===== src/verilog/mips_pkg.sv =====
package mips_pkg;

    // widths with a meaning of their own
    typedef logic [31:0] word_t;
    typedef logic [31:0] addr_t;
    typedef logic [4:0]  reg_idx_t;

    // primary opcode field, bits 31:26
    typedef enum logic [5:0] {
        OP_SPECIAL = 6'b000000,
        OP_ADDIU   = 6'b001001,
        OP_LW      = 6'b100011,
        OP_SW      = 6'b101011
    } opcode_t;

    // funct field of the special group
    localparam logic [5:0] FUNCT_JR = 6'b001000;

    // first instruction after the zero word
    localparam addr_t RESET_PC = 32'h0000_0004;

    // master to slave
    typedef struct packed {
        logic       aw_valid;
        addr_t      aw_addr;
        logic       w_valid;
        word_t      w_data;
        logic [3:0] w_strb;
        logic       b_ready;
        logic       ar_valid;
        addr_t      ar_addr;
        logic       r_ready;
    } axil_req_t;

    // slave to master, responses are always OKAY
    typedef struct packed {
        logic  aw_ready;
        logic  w_ready;
        logic  b_valid;
        logic  ar_ready;
        logic  r_valid;
        word_t r_data;
    } axil_rsp_t;

    typedef enum logic [2:0] {
        CORE_IDLE,
        CORE_WAIT_INSTR,
        CORE_EXEC,
        CORE_MEM_WAIT,
        CORE_HALTED
    } core_state_t;

    typedef enum logic [1:0] {
        ARB_FREE,
        ARB_BUSY_READ,
        ARB_BUSY_WRITE
    } arb_state_t;

endpackage


===== src/verilog/fetch_unit.sv =====
`timescale 1ns/1ps

module fetch_unit (
    input  logic                clk,
    input  logic                arst_n,
    input  logic                redirect,
    input  mips_pkg::addr_t     redirect_pc,
    output logic                instr_valid,
    output mips_pkg::word_t     instr,
    output mips_pkg::addr_t     instr_pc,
    input  logic                instr_take,
    output mips_pkg::axil_req_t bus_req,
    input  mips_pkg::axil_rsp_t bus_rsp
);

    logic            active_q;
    logic            ar_valid_q;
    logic            in_flight_q;
    logic            stale_q;
    logic            buf_valid_q;
    mips_pkg::addr_t pc_q;
    mips_pkg::addr_t ar_addr_q;
    mips_pkg::addr_t buf_pc_q;
    mips_pkg::word_t buf_data_q;

    logic ar_done;
    logic r_done;
    logic issue;
    logic fill;

    assign ar_done = ar_valid_q && bus_rsp.ar_ready;
    assign r_done  = in_flight_q && bus_rsp.r_valid;

    // one read outstanding, started when the buffer is empty or leaving
    assign issue = active_q && !redirect && !ar_valid_q && !in_flight_q &&
                   (!buf_valid_q || instr_take);
    assign fill  = r_done && !stale_q && !redirect;

    always_ff @(posedge clk or negedge arst_n) begin
        if (!arst_n) begin
            active_q    <= 1'b0;
            ar_valid_q  <= 1'b0;
            in_flight_q <= 1'b0;
            stale_q     <= 1'b0;
            buf_valid_q <= 1'b0;
            pc_q        <= '0;
        end else begin
            if (ar_done) begin
                ar_valid_q  <= 1'b0;
                in_flight_q <= 1'b1;
            end
            if (r_done) begin
                in_flight_q <= 1'b0;
                stale_q     <= 1'b0;
            end
            if (issue) begin
                ar_valid_q <= 1'b1;
                pc_q       <= pc_q + 32'd4;
            end
            if (instr_take) begin
                buf_valid_q <= 1'b0;
            end
            if (fill) begin
                buf_valid_q <= 1'b1;
            end
            if (redirect) begin
                active_q    <= 1'b1;
                pc_q        <= redirect_pc;
                buf_valid_q <= 1'b0;
                // a read still on the bus belongs to the old path
                stale_q     <= (ar_valid_q || in_flight_q) && !r_done;
            end
        end
    end

    always_ff @(posedge clk) begin
        if (issue) begin
            ar_addr_q <= pc_q;
        end
        if (fill) begin
            buf_data_q <= bus_rsp.r_data;
            buf_pc_q   <= ar_addr_q;
        end
    end

    assign instr_valid = buf_valid_q;
    assign instr       = buf_data_q;
    assign instr_pc    = buf_pc_q;

    // read-only master
    always_comb begin
        bus_req          = '0;
        bus_req.ar_valid = ar_valid_q;
        bus_req.ar_addr  = ar_addr_q;
        bus_req.r_ready  = in_flight_q;
    end

endmodule


===== config.mk =====
export PLATFORM = sky130hd
export DESIGN_NAME = fetch_unit
export DESIGN_NICKNAME = d
export VERILOG_FILES = /design/src/verilog/mips_pkg.sv /design/src/verilog/fetch_unit.sv
export SDC_FILE = /design/constraint.sdc
export NUM_CORES = 1
export LEC_CHECK = 0
export BUFFER_PORTS_ARGS = -buffer_cell sky130_fd_sc_hd__buf_4
export CAP_MARGIN = 20
export CORE_AREA = 2 2 121 123
export CTS_CLUSTER_SIZE = 28
export DETAILED_ROUTE_END_ITERATION = 6
export DIE_AREA = 0 0 123 125
export PLACE_DENSITY_LB_ADDON = 0.25
export SLEW_MARGIN = 10
export SYNTH_ARGS = -nofsm -noshare
export SYNTH_HDL_FRONTEND = slang
export SYNTH_SLANG_ARGS = --single-unit

===== constraint.sdc =====
create_clock -name clk -period 2.7 [get_ports clk]
set_input_delay 0.27 -clock clk [delete_from_list [all_inputs] [get_ports clk]]
set_output_delay 0.27 -clock clk [all_outputs]
set_load 0.03 [all_outputs]

==> results.toml <==
[critical_path]
cp-end-kind = "flop"
critPathArrivalTime_ns = 2.73
critical_path_class = "flop to flop"
cp.buffers_inverters = 0
critPathRequiredTime_ns = 3.01
crit_path_cell_trace = "or3b_4 -> or4_4 -> or4_1 -> a31oi_1"
critPathTopFamily = "simple AND/OR/NAND/NOR gates"
critical-path-slowest-cell = "sky130_fd_sc_hd__or4_4"
crit_path_start_kind = "flop"
cp_slowest_stage_delay_ns = 0.67
timing.critical_path.fanout_max = 24

[timing]
layout_min_cycle_time_ns = 2.416
timing.clock.skew_ns = 0.01283
setup_violations = 0
timing.fmax_ghz = 0.4139
final.setup.tns_ns = 0
slew_violations = 0
worst_pin_slew_ns = 0.7161
slew_headroom = 0.5221
rsz_0062_raised_after_global_routing = "no"
fin_crit_sh = 0.8948
timing_hold_violations_final = 0

[floorplanning]
floorplan.die.width_um = 123
core_box_area_um2 = 14200
std_cell_rows = 44
effective_utilization_at_floorplan = 0.3893
height_of_the_die_um = 125
die_area_um2 = 15380
pin_count = 243

[route]
drt-total-wl_mm = 11.42
detail_route.iter0.violations = 158
post_drt_wl_per_cell_um = 14.80
number_of_nets_with_antenna_violations_after_routing = 0
routed_vias = 3599
drt-pass1-iter-count = 4
number_of_design_rule_violations_left_after_detail_routing = 0
vias_per_inst = 4.662

[synthesis]
synthMuxAreaShare = 0.007694
synth-compound-area-share = 0.06314
yosys.area_share.simple = 0.1100
postSynth.asyncResetShare = 0.2782
synth_largest_area_cell = "sky130_fd_sc_hd__edfxtp_1"
syn_area_per_cell_um2 = 13.96
synth_top_flop_cell = "sky130_fd_sc_hd__edfxtp_1"
ys_ff_latch = 133
netlist_top_cells_area = "sky130_fd_sc_hd__edfxtp_1 52%, sky130_fd_sc_hd__dfrtp_1 17%, sky130_fd_sc_hd__buf_4 9.9%"
synth.top_cells.by_count = "96 x sky130_fd_sc_hd__edfxtp_1, 73 x sky130_fd_sc_hd__buf_4, 37 x sky130_fd_sc_hd__dfrtp_1"
yosys_warnings = 0
largest_family_of_logic_cells_by_synthesized_area = "buffers and inverters"
yosysUniqueCellTypes = 39
ys_seq_area_frac = 0.6888
synth_cells = 396
synthesis.area_um2 = 5529
number_of_enable_type_register_cells_in_the_synthesized_netlist = 96
yosys.area.top_type_share = 0.5214
synth-xor-area-share = 0.009504
synth.most_common_cell = "sky130_fd_sc_hd__edfxtp_1"
yosys.area_share.adder = 0.002263

[worst_hold_path]
hold_path_class = "input port to flop"

[power_and_ir_drop]
power.static_leakage_nw = 2.951
power_density_nw_per_um2 = 794.5
vdd_ir_drop_max_mv = 0.4029
design_power_total_mw = 5.780

[clock_tree]
tritoncts.num_buffers = 17
cts.repair_timing.setup_buffer_count = 0
clock_tree_from_tritoncts = "yes"
cts_buffer_depth = 2
numClockSinks = 133
clk_root_buffer_cell = "sky130_fd_sc_hd__clkbuf_16"
ctsHtreeMaxLevel = 4
worstSkewPairLatency_ns = 0.41
clk_pin_slew_ns = 0.06

[placed_design]
io_buffer_count = 168
post-dp-hpwl_mm = 8.038
place_congestion = 0.7844

[job]
cap_violations = 0

[grt]
globalRouteTotalUtil = 0.1453
number_of_antenna_violations_at_the_first_check_in_global_routing = 0
overflow = 0
pin_count_of_the_biggest_net_entering_global_routing = 38
grt_pass1_vias = 3239
first_pass_grt_wire_length_mm = 16.82

[layout]
antennaDiodeCount = 0
area_growth_pct = 31.57
proportion_of_layout_cells_with_a_drive_suffix_above_1 = 0.3571
finish.net_count = 649
num-fill-cells = 1235

[outcome]
status = "completed"
-- worst paths after layout --
check	start	end	slack, ns	cells past startpoint
worst max-delay path	in_flight_q	pc_q[27]	0.28	4
worst min-delay path	bus_rsp[1]	instr[1]	0.03	1
worst max register to register	in_flight_q	pc_q[27]	0.28	4
worst min register to register	ar_addr_q[22]	instr_pc[22]	0.43	0
max in group asynchronous	arst_n	pc_q[0]	1.94	2
min in group asynchronous	arst_n	pc_q[27]	0.38	2
-- placed cells by master, fill, tap and decap left out, drive strengths merged, types with 4 or more instances in the layout --
master | Yosys | final
nand2 | 18 | 18
clkinv | 0 | 9
clkbuf | 7 | 19
or3 | 9 | 9
o31ai | 13 | 13
or4 | 14 | 14
and4 | 7 | 7
nor2 | 26 | 26
buf | 77 | 173
o21ai | 17 | 17
nand4 | 11 | 11
inv | 4 | 4
a31oi | 23 | 23
edfxtp | 96 | 96
conb | 1 | 71
dfrtp | 37 | 37
nand3 | 11 | 11
-- cells by family after synthesis --
group / Yosys count
other: 1
AOI/OAI and AO/OA: 56
xor gates and xnor gates: 6
muxes: 4
adders and majority gates: 1
and+or+nand+nor: 107
buffers and inverters: 88
DFF: 133
-- through the flow --
step           hold WS (ns)  area [um^2]  setup WS (ns)    util  instances
6_report            0.03327         7274         0.2841  0.5122        772
2_1_floorplan      -0.02559         5794         0.3826       -        466
3_5_place_dp         0.2893         6716         0.2915  0.4729        739
5_1_grt             0.01804         7274         0.1535  0.5122        772
3_3_place_gp         0.2716         6716         0.3842  0.4729        739
4_1_cts             0.01918         7274         0.2751  0.5122        772
-- per-layer routing --
layer  vias to the layer above  global-route usage  part of all wire
met5                         -                   0                 0
met4                         0             0.06350            0.0090
met3                         8             0.04151             0.095
met2                       174              0.2337              0.49
met1                      1711              0.1821              0.41
li1                       1706                   -                 -
-- final cells by class --
class | count | area (um^2) | area share
multi-input combinational | 245 | 1339 | 0.1840
tap | 184 | 230.2 | 0.03165
sequential | 133 | 3809 | 0.5236
clock inverter | 13 | 115.1 | 0.01582
clock buffer | 19 | 432.9 | 0.05951
inverter | 4 | 15.01 | 0.002064
timing repair buffer | 174 | 1334 | 0.1834
-- timing repair --
item | 4_1_cts | 5_1_grt
gates resized for setup | 0 | 0
hold buffers | 1 | 0
hold endpoints to repair | 37 | 0
-- sequential cells by signal (all words and copies together), names as in the netlist --
name / cells
instr_pc: 32
in_flight_q: 1
ar_valid_q: 1
stale_q: 1
instr: 32
instr_valid: 1
active_q: 1
pc_q: 32
ar_addr_q: 32
-- where the power goes --
group | switching [mW] | leakage [nW] | internal, mW
registers | 0.156 | 1.30 | 2.47
clock network | 0.783 | 0.266 | 1.33
logic | 0.688 | 1.39 | 0.351
total | 1.63 | 2.95 | 4.15
No activity file was read; power rests on OpenSTA's default activity.
