## src/verilog/mips_pkg.sv

```systemverilog
package mips_pkg;

    // widths with a meaning of their own
    typedef logic [31:0] word_t;
    typedef logic [31:0] addr_t;
    typedef logic [4:0]  reg_idx_t;

    // primary opcode field, bits 31:26
    typedef enum logic [5:0] {
        OP_SPECIAL = 6'b000000,
        OP_ADDIU   = 6'b001001,
        OP_LW      = 6'b100011,
        OP_SW      = 6'b101011
    } opcode_t;

    // funct field of the special group
    localparam logic [5:0] FUNCT_JR = 6'b001000;

    // first instruction after the zero word
    localparam addr_t RESET_PC = 32'h0000_0004;

    // master to slave
    typedef struct packed {
        logic       aw_valid;
        addr_t      aw_addr;
        logic       w_valid;
        word_t      w_data;
        logic [3:0] w_strb;
        logic       b_ready;
        logic       ar_valid;
        addr_t      ar_addr;
        logic       r_ready;
    } axil_req_t;

    // slave to master, responses are always OKAY
    typedef struct packed {
        logic  aw_ready;
        logic  w_ready;
        logic  b_valid;
        logic  ar_ready;
        logic  r_valid;
        word_t r_data;
    } axil_rsp_t;

    typedef enum logic [2:0] {
        CORE_IDLE,
        CORE_WAIT_INSTR,
        CORE_EXEC,
        CORE_MEM_WAIT,
        CORE_HALTED
    } core_state_t;

    typedef enum logic [1:0] {
        ARB_FREE,
        ARB_BUSY_READ,
        ARB_BUSY_WRITE
    } arb_state_t;

endpackage

```

## src/verilog/axi_lite_arbiter.sv

```systemverilog
`timescale 1ns/1ps

module axi_lite_arbiter (
    input  logic                clk,
    input  logic                arst_n,
    input  mips_pkg::axil_req_t dbg_req,
    output mips_pkg::axil_rsp_t dbg_rsp,
    input  mips_pkg::axil_req_t data_req,
    output mips_pkg::axil_rsp_t data_rsp,
    input  mips_pkg::axil_req_t fetch_req,
    output mips_pkg::axil_rsp_t fetch_rsp,
    output mips_pkg::axil_req_t mem_req,
    input  mips_pkg::axil_rsp_t mem_rsp
);

    // one-hot grant
    localparam logic [2:0] GNT_DBG   = 3'b001;
    localparam logic [2:0] GNT_DATA  = 3'b010;
    localparam logic [2:0] GNT_FETCH = 3'b100;

    mips_pkg::arb_state_t state_q;
    logic [2:0]           grant_q;
    logic [2:0]           grant_d;
    logic                 sel_write;

    function automatic logic wants(mips_pkg::axil_req_t r);
        return r.ar_valid || r.aw_valid || r.w_valid;
    endfunction

    // fixed priority: debug, data, fetch
    always_comb begin
        grant_d   = '0;
        sel_write = 1'b0;
        if (wants(dbg_req)) begin
            grant_d   = GNT_DBG;
            sel_write = dbg_req.aw_valid;
        end else if (wants(data_req)) begin
            grant_d   = GNT_DATA;
            sel_write = data_req.aw_valid;
        end else if (wants(fetch_req)) begin
            grant_d   = GNT_FETCH;
            sel_write = fetch_req.aw_valid;
        end
    end

    always_ff @(posedge clk or negedge arst_n) begin
        if (!arst_n) begin
            state_q <= mips_pkg::ARB_FREE;
            grant_q <= '0;
        end else begin
            case (state_q)
                mips_pkg::ARB_FREE: begin
                    if (grant_d != '0) begin
                        grant_q <= grant_d;
                        state_q <= sel_write ? mips_pkg::ARB_BUSY_WRITE
                                             : mips_pkg::ARB_BUSY_READ;
                    end
                end
                mips_pkg::ARB_BUSY_READ: begin
                    if (mem_rsp.r_valid && mem_req.r_ready) begin
                        grant_q <= '0;
                        state_q <= mips_pkg::ARB_FREE;
                    end
                end
                mips_pkg::ARB_BUSY_WRITE: begin
                    if (mem_rsp.b_valid && mem_req.b_ready) begin
                        grant_q <= '0;
                        state_q <= mips_pkg::ARB_FREE;
                    end
                end
                default: begin
                    grant_q <= '0;
                    state_q <= mips_pkg::ARB_FREE;
                end
            endcase
        end
    end

    // masters without the grant see all zero
    always_comb begin
        mem_req   = '0;
        dbg_rsp   = '0;
        data_rsp  = '0;
        fetch_rsp = '0;
        case (grant_q)
            GNT_DBG: begin
                mem_req = dbg_req;
                dbg_rsp = mem_rsp;
            end
            GNT_DATA: begin
                mem_req  = data_req;
                data_rsp = mem_rsp;
            end
            GNT_FETCH: begin
                mem_req   = fetch_req;
                fetch_rsp = mem_rsp;
            end
            default: ;
        endcase
    end

endmodule

```

## config.mk

```make
export PLATFORM = sky130hd
export DESIGN_NAME = axi_lite_arbiter
export DESIGN_NICKNAME = d
export VERILOG_FILES = /design/src/verilog/mips_pkg.sv /design/src/verilog/axi_lite_arbiter.sv
export SDC_FILE = /design/constraint.sdc
export NUM_CORES = 1
export LEC_CHECK = 0
export BUFFER_PORTS_ARGS = -buffer_cell sky130_fd_sc_hd__buf_2
export CAP_MARGIN = 20
export CORE_AREA = 3 3 219 221
export CTS_BUF_LIST = sky130_fd_sc_hd__clkbuf_4 sky130_fd_sc_hd__clkbuf_8
export DETAILED_ROUTE_END_ITERATION = 10
export DIE_AREA = 0 0 222 224
export SLEW_MARGIN = 20
export SYNTH_ARGS = -nofsm -noshare
export SYNTH_HDL_FRONTEND = slang
export SYNTH_SLANG_ARGS = --single-unit
export TNS_END_PERCENT = 30
```

## constraint.sdc

```tcl
create_clock -name clk -period 4.1 [get_ports clk]
set_input_delay 0.41 -clock clk [delete_from_list [all_inputs] [get_ports clk]]
set_output_delay 0.41 -clock clk [all_outputs]
set_load 0.05 [all_outputs]
```

==> flow_metrics.tcl, run 1 <==
set metrics [dict create \
    cp-end-kind "output pin" \
    tns_ps 0 \
    p_total_uw 5200 \
    root_buffer "clkbuf_8" \
    final_area_um2 6590 \
    remaining_drc_errors 0 \
    setup_slack_ps 1290 \
    placed_area_um2 6530 \
    die_y_um 224 \
    synth.distinct_cells 31 \
    skew_ps 4.66 \
    hold_path.startpoint "dbg_req[104]" \
    path_clk_slew_ps 40 \
    cp.arrival_ps 2400 \
    regToRegEndpoint "grant_q[2]" \
    synth-seq-cells 5 \
    drt_first_pass_iters 6 \
    areaGrowthSynthToFinish_pct 116 \
    gp_congestion 0.820 \
    clockBufferDepth 2 \
    cp.required_ps 3690 \
    path_buf_inv 2 \
    core-area_um2 46400 \
    fin_nets 1408 \
    synth_edf_count 0 \
    rsz0062_at_grt "no" \
    yosysWarnings 0 \
    reg2reg_setup_slack_ps 1920 \
    portBuffers 569 \
    yosysTopAreaCell "a22oi_1" \
    postSynthAreaPerCell_um2 5.80 \
    hold_violations 0 \
    syn_nets 881 \
    synth_area_leaders "a22oi_1 26%, and2_1 23%, o21ai_1 17%" \
    cts_num_sinks 5 \
    power_density_nw_per_um2 788 \
    drt_iter0_drc 376 \
    slew_violations 0 \
    netlist_area_um2 3050 \
    track_usage 0.104 \
    via_count 6076 \
    ant_nets 0 \
    yosys.area.top_type_share 0.256 \
    hold_depth 2 \
    setup_viol 0 \
    path_delay_family "buffers and inverters" \
    htreeDepth 1 \
    drv_cap 0 \
    holdPathEnd "state_q[1]" \
    ff2ff_path_depth 5 \
    final_core_util 0.142 \
    fmax_mhz 356 \
    syn_inst 527 \
    drive_above_1_share 0.560 \
    max_slew_margin 0.537 \
    grt_overflow 0 \
    worst_path_largest_cell_delay_ps 620 \
    grt_max_degree 76 \
    dpl.hpwl_mm 24.3 \
    worst_slew_pin_slew_ps 695 \
    n_fill_cell 5427 \
    crit_path_cell_trace "nor3b_4 > buf_4 > nand2_1 > o21ai_1 > buf_2" \
    cts_tree "done" \
    rr_startpoint "grant_q[1]" \
    finalCritPeriodShare 0.685 \
    synth-seq-area-share 0.0410 \
    crit_path_top_delay_cell "dfrtp_4" \
    io_pins 570 \
    grt_pass1_vias 5789 \
    path_class "reg -> out" \
    power_leakage_uw 0.00347 \
    cp_max_fo 48 \
    cts_resized 0 \
    post-place-ws_ps 1450 \
    synth_ff_type "dfrtp_1" \
    period_needed_ps 2810 \
    dieWidth_um 222 \
    vias_per_cell 3.66 \
    antenna_found_initial 6 \
    hold_path_class "in -> reg" \
    vdd_drop_max_v 0.000351 \
    row_count 79 \
    status "completed" \
    wl_mm 28.5 \
    clk_latency_ps 230 \
    die_area_um2 49700 \
    setup.worst_path.start_class "flip-flop" \
    start_util 0.0659 \
    avgRoutedWirePerCell_um 17.1 \
    synthArstFlopShare 1.00 \
    grt_first_pass_wirelength_mm 38.6 \
    cts_inserted_buffers 3 \
]
==> power breakdown <==
group | total, uW | internal, uW | switching, uW
registers | 143 | 67.8 | 74.8
clock network | 93.2 | 65.5 | 27.7
logic | 4960 | 1060 | 3900
==> layout make-up <==
class,count,area (um2),share of cell area
inverters,4,15.0,0.00228
clock inverters,1,5.00,0.000759
repair buffers,581,2970,0.450
clock buffers,3,41.3,0.00626
well taps,607,759,0.115
diodes,2,5.00,0.000759
multi-input cells,459,2670,0.406
flip-flops and latches,5,129,0.0195
==> repair_timing <==
action | 4_1_cts | 5_1_grt
buffers inserted | 0 | 0
endpoints found under the setup margin | 0 | 0
endpoints found under the hold margin | 4 | 0
hold buffers | 1 | 0
==> state kept, by name, indices dropped and copies added (netlist names) <==
signal	cells
grant_q	3
state_q	2
==> worst register-to-register path, cell delays in order, from the launching register on <==
cell	delay, ps
dfrtp_1	600
nor2b_4	270
buf_12	250
a22oi_1	470
o21ai_1	320
o211ai_1	130
==> metal layers <==
layer  GRT usage  share of wire  vias to the layer above
li1            -              -                     2936
met1       0.126           0.39                     2651
met2       0.183           0.48                      441
met3      0.0211          0.088                       42
met4      0.0394          0.037                        6
met5           0         0.0013                        -
==> worst max path at each step <==
stage	from	to	slack, ps	depth (start not counted)
2_1_floorplan	grant_q[2]	mem_req[14]	1790	7
6_report	grant_q[0]	mem_req[66]	1290	5
5_1_grt	grant_q[0]	mem_req[66]	1090	5
3_3_place_gp	grant_q[0]	mem_req[73]	1450	5
4_1_cts	grant_q[0]	mem_req[66]	1190	5
3_5_place_dp	grant_q[0]	mem_req[66]	1450	5
==> synthesized netlist by cell type (all sizes together), types with 2 or more instances <==
cell and instances:
nand2 105, o211ai 2, o311ai 2, nor2b 2
nor4bb 3, buf 31, and2 111, o21ai 108
inv 4, a22oi 104, clkbuf 28, nor2 2
dfrtp 5, nor3 6, nor3b 2, nand2b 2
==> per-stage QoR <==
stage	hold WS (ps)	instances
after floorplan	114	527
after global placement	240	1655
after CTS	566	1660
after global routing	590	1662
after detailed placement	238	1655
final	535	1662
==> layout by cell type (no fill, tap or decap), types with 4 or more instances in the layout <==
master and n:
buf_4 9, buf_2 569, nor3_1 4, and2_1 111, dfrtp_1 4, a22oi_1 104
o21ai_1 105, inv_1 4, nand2_1 105
==> kinds of logic (layout without fill, tap and decap cells) <==
group | after synthesis | count (layout) | share of synthesized area
buffers and inverters | 63 | 589 | 0.0926
other | 0 | 2 | 0
and+or+nand+nor | 237 | 237 | 0.408
DFF | 5 | 5 | 0.0410
AOI/OAI and AO/OA | 222 | 222 | 0.458
Note: power is estimated with default switching activity, not from simulation.
==> inputs of run 2 (changes only) <==
--- a/config.mk
+++ b/config.mk
@@ -7,10 +7,10 @@
 export LEC_CHECK = 0
 export BUFFER_PORTS_ARGS = -buffer_cell sky130_fd_sc_hd__buf_2
 export CAP_MARGIN = 20
-export CORE_AREA = 3 3 219 221
+export CORE_AREA = 3 3 223 225
 export CTS_BUF_LIST = sky130_fd_sc_hd__clkbuf_4 sky130_fd_sc_hd__clkbuf_8
 export DETAILED_ROUTE_END_ITERATION = 10
-export DIE_AREA = 0 0 222 224
+export DIE_AREA = 0 0 226 228
 export SLEW_MARGIN = 20
 export SYNTH_ARGS = -nofsm -noshare
 export SYNTH_HDL_FRONTEND = slang
==> constraint.sdc (replaced) <==
create_clock -name clk -period 2.4 [get_ports clk]
set_input_delay 0.24 -clock clk [delete_from_list [all_inputs] [get_ports clk]]
set_output_delay 0.24 -clock clk [all_outputs]
set_load 0.05 [all_outputs]
==> run 2 against run 1 <==
First-iteration DRC count down 24%; clock-buffer cell count up 1; total power up 94%; via count up 1.2%; setup slack worse by 1200 ps; wire length down 2.9%; cell count up 0.54%; largest power group unchanged.
==> flow_metrics.tcl, run 2 (synthesized netlist as in run 1, its figures left out) <==
set metrics [dict create \
    cp_max_fo 45 \
    seq_power_share 0.019 \
    die_y_um 228 \
    dpl.hpwl_mm 23.7 \
    grt_first_pass_wirelength_mm 37.3 \
    skew_ps 0.428 \
    cp.arrival_ps 2070 \
    largestRegisters "grant_q (3), state_q (2)" \
    portBuffers 569 \
    rr_startpoint "grant_q[1]" \
    vdd_drop_max_v 0.000543 \
    max_slew_margin 0.428 \
    areaGrowthSynthToFinish_pct 136 \
    fmax_mhz 432 \
    dieWidth_um 226 \
    ant_nets 0 \
    worst_slew_pin_slew_ps 858 \
    finalCritPeriodShare 0.964 \
    remaining_drc_errors 0 \
    cts_inserted_buffers 3 \
    p_clk_frac 0.017 \
    root_buffer "clkbuf_8" \
    power.internal_uw 3020 \
    critPathLaunch "grant_q[1]" \
    post-place-ws_ps 215 \
    final_core_util 0.151 \
    core-area_um2 47700 \
    netSwitchingPower_uw 7080 \
    cp-end-kind "output pin" \
    cts_tree "done" \
    hold_path_class "in -> reg" \
    largest_register "grant_q" \
    path_clk_slew_ps 40 \
    final_common_cell "buf_2" \
    clockBufferDepth 2 \
    drv_cap 0 \
    drt_iter0_drc 285 \
    cp.required_ps 2160 \
    layout_common_cells "533 x buf_2, 111 x and2_1, 105 x nand2_1, 105 x o21ai_1, 104 x a22oi_1" \
    via_count 6150 \
    power_leakage_uw 0.00363 \
    grt_pass1_vias 5653 \
    p_sw_frac 0.701 \
    drt_first_pass_iters 4 \
    grt_overflow 0 \
    period_needed_ps 2310 \
    setup.worst_path.start_class "flip-flop" \
    row_count 80 \
    start_util 0.0640 \
    cts_num_sinks 5 \
    vias_per_cell 3.68 \
    slew_violations 0 \
    avgRoutedWirePerCell_um 16.5 \
    hold_violations 0 \
    wl_mm 27.6 \
    status "completed" \
    clk_latency_ps 220 \
    hold_path.startpoint "mem_rsp[34]" \
    setup_slack_ps 85.6 \
    grt_max_degree 74 \
    cts_setup_buffers 0 \
    htreeDepth 1 \
    antenna_found_initial 9 \
    die_area_um2 51500 \
    track_usage 0.0962 \
    path_class "reg -> out" \
    power_density_nw_per_um2 1400 \
    largest_reg_flops 3 \
    drive_above_1_share 0.563 \
    fin_nets 1409 \
    setup_viol 0 \
    gp_congestion 0.844 \
    tns_ps 0 \
    combPwrFrac 0.964 \
    rsz0062_at_grt "no" \
    io_pins 570 \
]
## run 2: changes by cell type in the layout (fill, tap and decap cells not counted), sizes merged
cell,before,now
buf,580,581
clkinv,1,0
clkbuf,3,4
## run 2: metal layers
layer | global-route usage | wire length (um) | vias to the layer above
met5 | 0 | 40 | -
met4 | 0.00973 | 248 | 6
met3 | 0.0177 | 2480 | 22
met2 | 0.185 | 14100 | 412
met1 | 0.113 | 10800 | 2765
li1 | - | - | 2945
## run 2: final cells by class
type	count	area [um2]
repair buffers	582	3580
flip-flops and latches	5	131
well taps	615	769
fillers	5571	40500
multi-input cells	459	2670
diodes	2	5.00
inverters	4	15.0
clock buffers	4	48.8
## run 2: repair_timing
action / 4_1_cts / 5_1_grt
resized for setup: 1 / 1
hold buffers: 1 / 0
hold endpoints to repair: 5 / 0
endpoints found under the setup margin: 4 / 23
## run 2: worst max-delay path, stage by stage (launching register included)
cell	delay, ps
dfrtp_2	500
nor2b_4	260
buf_12	230
buf_12	220
a22oi_1	80
o21ai_1	300
buf_12	190
## run 2: through the flow
step	hold slack (ps)	total power [uW]	std cells	instance area [um2]
2_1_floorplan	-55.6	6490	527	3050
3_3_place_gp	59.5	10000	1664	7150
3_5_place_dp	58.5	10000	1664	7150
4_1_cts	367	10200	1669	7210
5_1_grt	371	10600	1670	7220
6_report	360	10100	1671	7220
## run 2: final timing paths
path                                to  slack [ps]  depth (start not counted)
max                        mem_req[48]          90                          6
min                         state_q[1]         360                          3
max reg2reg                 state_q[0]         580                          6
min reg2reg                 grant_q[0]         600                          1
max in group asynchronous   grant_q[0]        1890                          2
min in group asynchronous   grant_q[0]         370                          2
## run 2: power by group through the flow
stage	combinational (uW)	clock, uW	sequential [uW]
after global routing	10200	177	199
final	9730	167	193
after floorplan	6360	0	132
after global placement	9850	0	191
after CTS	9860	169	192
after detailed placement	9830	0	191
==> inputs of run 3 (changes only) <==
--- a/config.mk
+++ b/config.mk
@@ -5,12 +5,13 @@
 export SDC_FILE = /design/constraint.sdc
 export NUM_CORES = 1
 export LEC_CHECK = 0
+export ABC_AREA = 1
 export BUFFER_PORTS_ARGS = -buffer_cell sky130_fd_sc_hd__buf_2
 export CAP_MARGIN = 20
-export CORE_AREA = 3 3 223 225
+export CORE_AREA = 3 3 218 220
 export CTS_BUF_LIST = sky130_fd_sc_hd__clkbuf_4 sky130_fd_sc_hd__clkbuf_8
 export DETAILED_ROUTE_END_ITERATION = 10
-export DIE_AREA = 0 0 226 228
+export DIE_AREA = 0 0 221 223
 export SLEW_MARGIN = 20
 export SYNTH_ARGS = -nofsm -noshare
 export SYNTH_HDL_FRONTEND = slang
==> run 3 against run 2 <==
Design area is 11% lower; clock skew increased by 1.8 ps; first-iteration DRC count grew 20%; sequential power fell by 20%; maximum frequency is 0.33% lower; setup slack got worse by 7.7 ps; clock-buffer cell count did not move; synthesized cell count increased by 26%; cell count up 7.8%; via count decreased by 0.34%; wire length fell by 13%; non-clock buffer count fell by 3.
==> flow_metrics.tcl, run 3 <==
set metrics [dict create \
    worst_slew_pin_slew_ps 419 \
    final_common_cell "buf_2" \
    wl_mm 24.0 \
    grt_max_degree 66 \
    combPwrFrac 0.952 \
    skew_ps 2.25 \
    power_leakage_uw 0.00404 \
    placed_area_um2 6370 \
    power.internal_uw 1630 \
    drt_iter0_drc 343 \
    max_slew_margin 0.721 \
    cp_max_fo 65 \
    remaining_drc_errors 0 \
    slew_violations 0 \
    io_pins 570 \
    yosysMostFrequentCell "nand2_1" \
    track_usage 0.0869 \
    rsz0062_at_grt "yes" \
    p_clk_frac 0.025 \
    cp.required_ps 2160 \
    vdd_drop_max_v 0.000398 \
    root_buffer "clkbuf_8" \
    clockBufferDepth 2 \
    antenna_found_initial 6 \
    finalCritPeriodShare 0.968 \
    yosysTopAreaCell "nand2_1" \
    synth-seq-area-share 0.0440 \
    avgRoutedWirePerCell_um 13.3 \
    synth_ff_type "dfrtp_1" \
    gp_congestion 0.917 \
    dieWidth_um 221 \
    period_needed_ps 2320 \
    netlist_area_um2 2850 \
    drive_above_1_share 0.490 \
    dpl.hpwl_mm 20.9 \
    final_area_um2 6430 \
    netlist_top_cells_count "324 x nand2_1, 118 x nor2_1, 108 x nand3_1, 47 x inv_1, 23 x buf_2" \
    synth.distinct_cells 17 \
    synth_area_leaders "nand2_1 43%, nand3_1 19%, nor2_1 16%" \
    finalNonFillerCells 1802 \
    die_y_um 223 \
    cts_tree "done" \
    ff_latch_area_um2 125 \
    grt_first_pass_wirelength_mm 33.8 \
    yosys.area.top_type_share 0.427 \
    cp.arrival_ps 2080 \
    layout_common_cells "569 x buf_2, 324 x nand2_1, 118 x nor2_1" \
    dp.cells 1796 \
    synth-seq-cells 5 \
    hold_violations 0 \
    synth_edf_count 0 \
    via_count 6129 \
    cts_inserted_buffers 3 \
    syn_nets 1017 \
    power_density_nw_per_um2 1070 \
    largest_register "grant_q" \
    hold_path_class "in -> reg" \
    htreeDepth 1 \
    path_clk_slew_ps 40 \
    synthArstFlopShare 1.00 \
    areaGrowthSynthToFinish_pct 126 \
    row_count 78 \
    fin_nets 1556 \
    cts_setup_buffers 0 \
    yosysWarnings 0 \
    n_fill_cell 5499 \
    multiInputGateArea_um2 2300 \
    grt_overflow 0 \
    cp-end-kind "output pin" \
    largestRegisters "grant_q (3), state_q (2)" \
    setup.worst_path.start_class "flip-flop" \
    grt_pass1_vias 5767 \
    status "completed" \
    start_util 0.0626 \
    seq_power_share 0.022 \
    postSynthAreaPerCell_um2 4.29 \
    path_class "reg -> out" \
    fmax_mhz 431 \
    drv_cap 0 \
    hold_depth 4 \
    syn_inst 663 \
    core-area_um2 45500 \
    netSwitchingPower_uw 5220 \
    drt_first_pass_iters 6 \
    vias_per_cell 3.40 \
    clk_latency_ps 230 \
    worst_hold_slack_ps 321 \
    portBuffers 569 \
    setup_viol 0 \
    largest_reg_flops 3 \
    ant_nets 0 \
    ff2ff_path_depth 8 \
    p_sw_frac 0.762 \
    cts_num_sinks 5 \
    die_area_um2 49300 \
]
-- run 3: cell count changes after synthesis, moves of 104 or more --
cell / change
o21ai_1: -105
nand3_1: +108
nand2_1: +219
nor2_1: +116
and2_1: -111
a22oi_1: -104
-- run 3: path summary, 6_finish.rpt --
path	start	end	slack [ps]
worst min register to register	state_q[0]	grant_q[0]	570
worst max register to register	grant_q[0]	grant_q[2]	950
max in group asynchronous	arst_n	state_q[0]	1860
worst max-delay path	grant_q[1]	mem_req[47]	80
worst min-delay path	dbg_req[104]	state_q[0]	320
min in group asynchronous	arst_n	grant_q[0]	400
-- run 3: metal layers --
layer / vias to the layer above / part of all wire / GRT usage
met4: 0 / 0.014 / 0.0154
met1: 2680 / 0.40 / 0.107
met2: 333 / 0.50 / 0.158
li1: 3097 / - / -
met5: - / 0 / 0
met3: 19 / 0.078 / 0.0161
-- run 3: kinds of logic (layout without fill, tap and decap cells) --
group                  count (synthesis)  after routing  synth area share
AO/OA/AOI/OAI                          5              5            0.0101
AND/OR/NAND/NOR                      558            558             0.797
other                                  0              1                 0
flip-flops                             5              5            0.0440
buffers and inverters                 95            633             0.149
-- run 3: area by class of cell --
| class | instances | share of cell area |
|---|---|---|
| Timing Repair Buffer | 579 | 0.469 |
| Multi-Input combinational cell | 563 | 0.357 |
| Tap cell | 600 | 0.117 |
| Inverter | 50 | 0.0294 |
| Sequential cell | 5 | 0.0195 |
| Clock buffer | 4 | 0.00759 |
| Antenna cell | 1 | 0.000389 |
-- run 3: what timing repair did --
action | CTS | global route
gates resized for setup | 0 | 1
hold endpoints to repair | 5 | 0
setup endpoints to repair | 0 | 16
hold buffers | 1 | 0
-- run 3: stage by stage --
step / util / TNS [ps] / setup slack (ps) / total power (uW)
floorplan: - / 0 / 420 / 4980
global placement: 0.140 / 0 / 380 / 6740
global route: 0.141 / -154 / -38.1 / 7260
detailed placement: 0.140 / 0 / 363 / 6740
finish: 0.141 / 0 / 78.0 / 6850
CTS: 0.141 / 0 / 110 / 6930
-- run 3: power groups by stage --
stage               Sequential (uW)  Combinational (uW)  Clock, uW
floorplan                       146                4840          0
global placement                154                6590          0
detailed placement              156                6580          0
CTS                             155                6590        178
global route                    161                6920        183
finish                          154                6530        172
-- run 3: worst max-delay path: stages, from the launching register on --
cell       delay (ps)
dfrtp_1           460
inv_1             140
nor3_4            260
clkbuf_16         310
nand2_1           140
nand3_1           150
buf_2             290
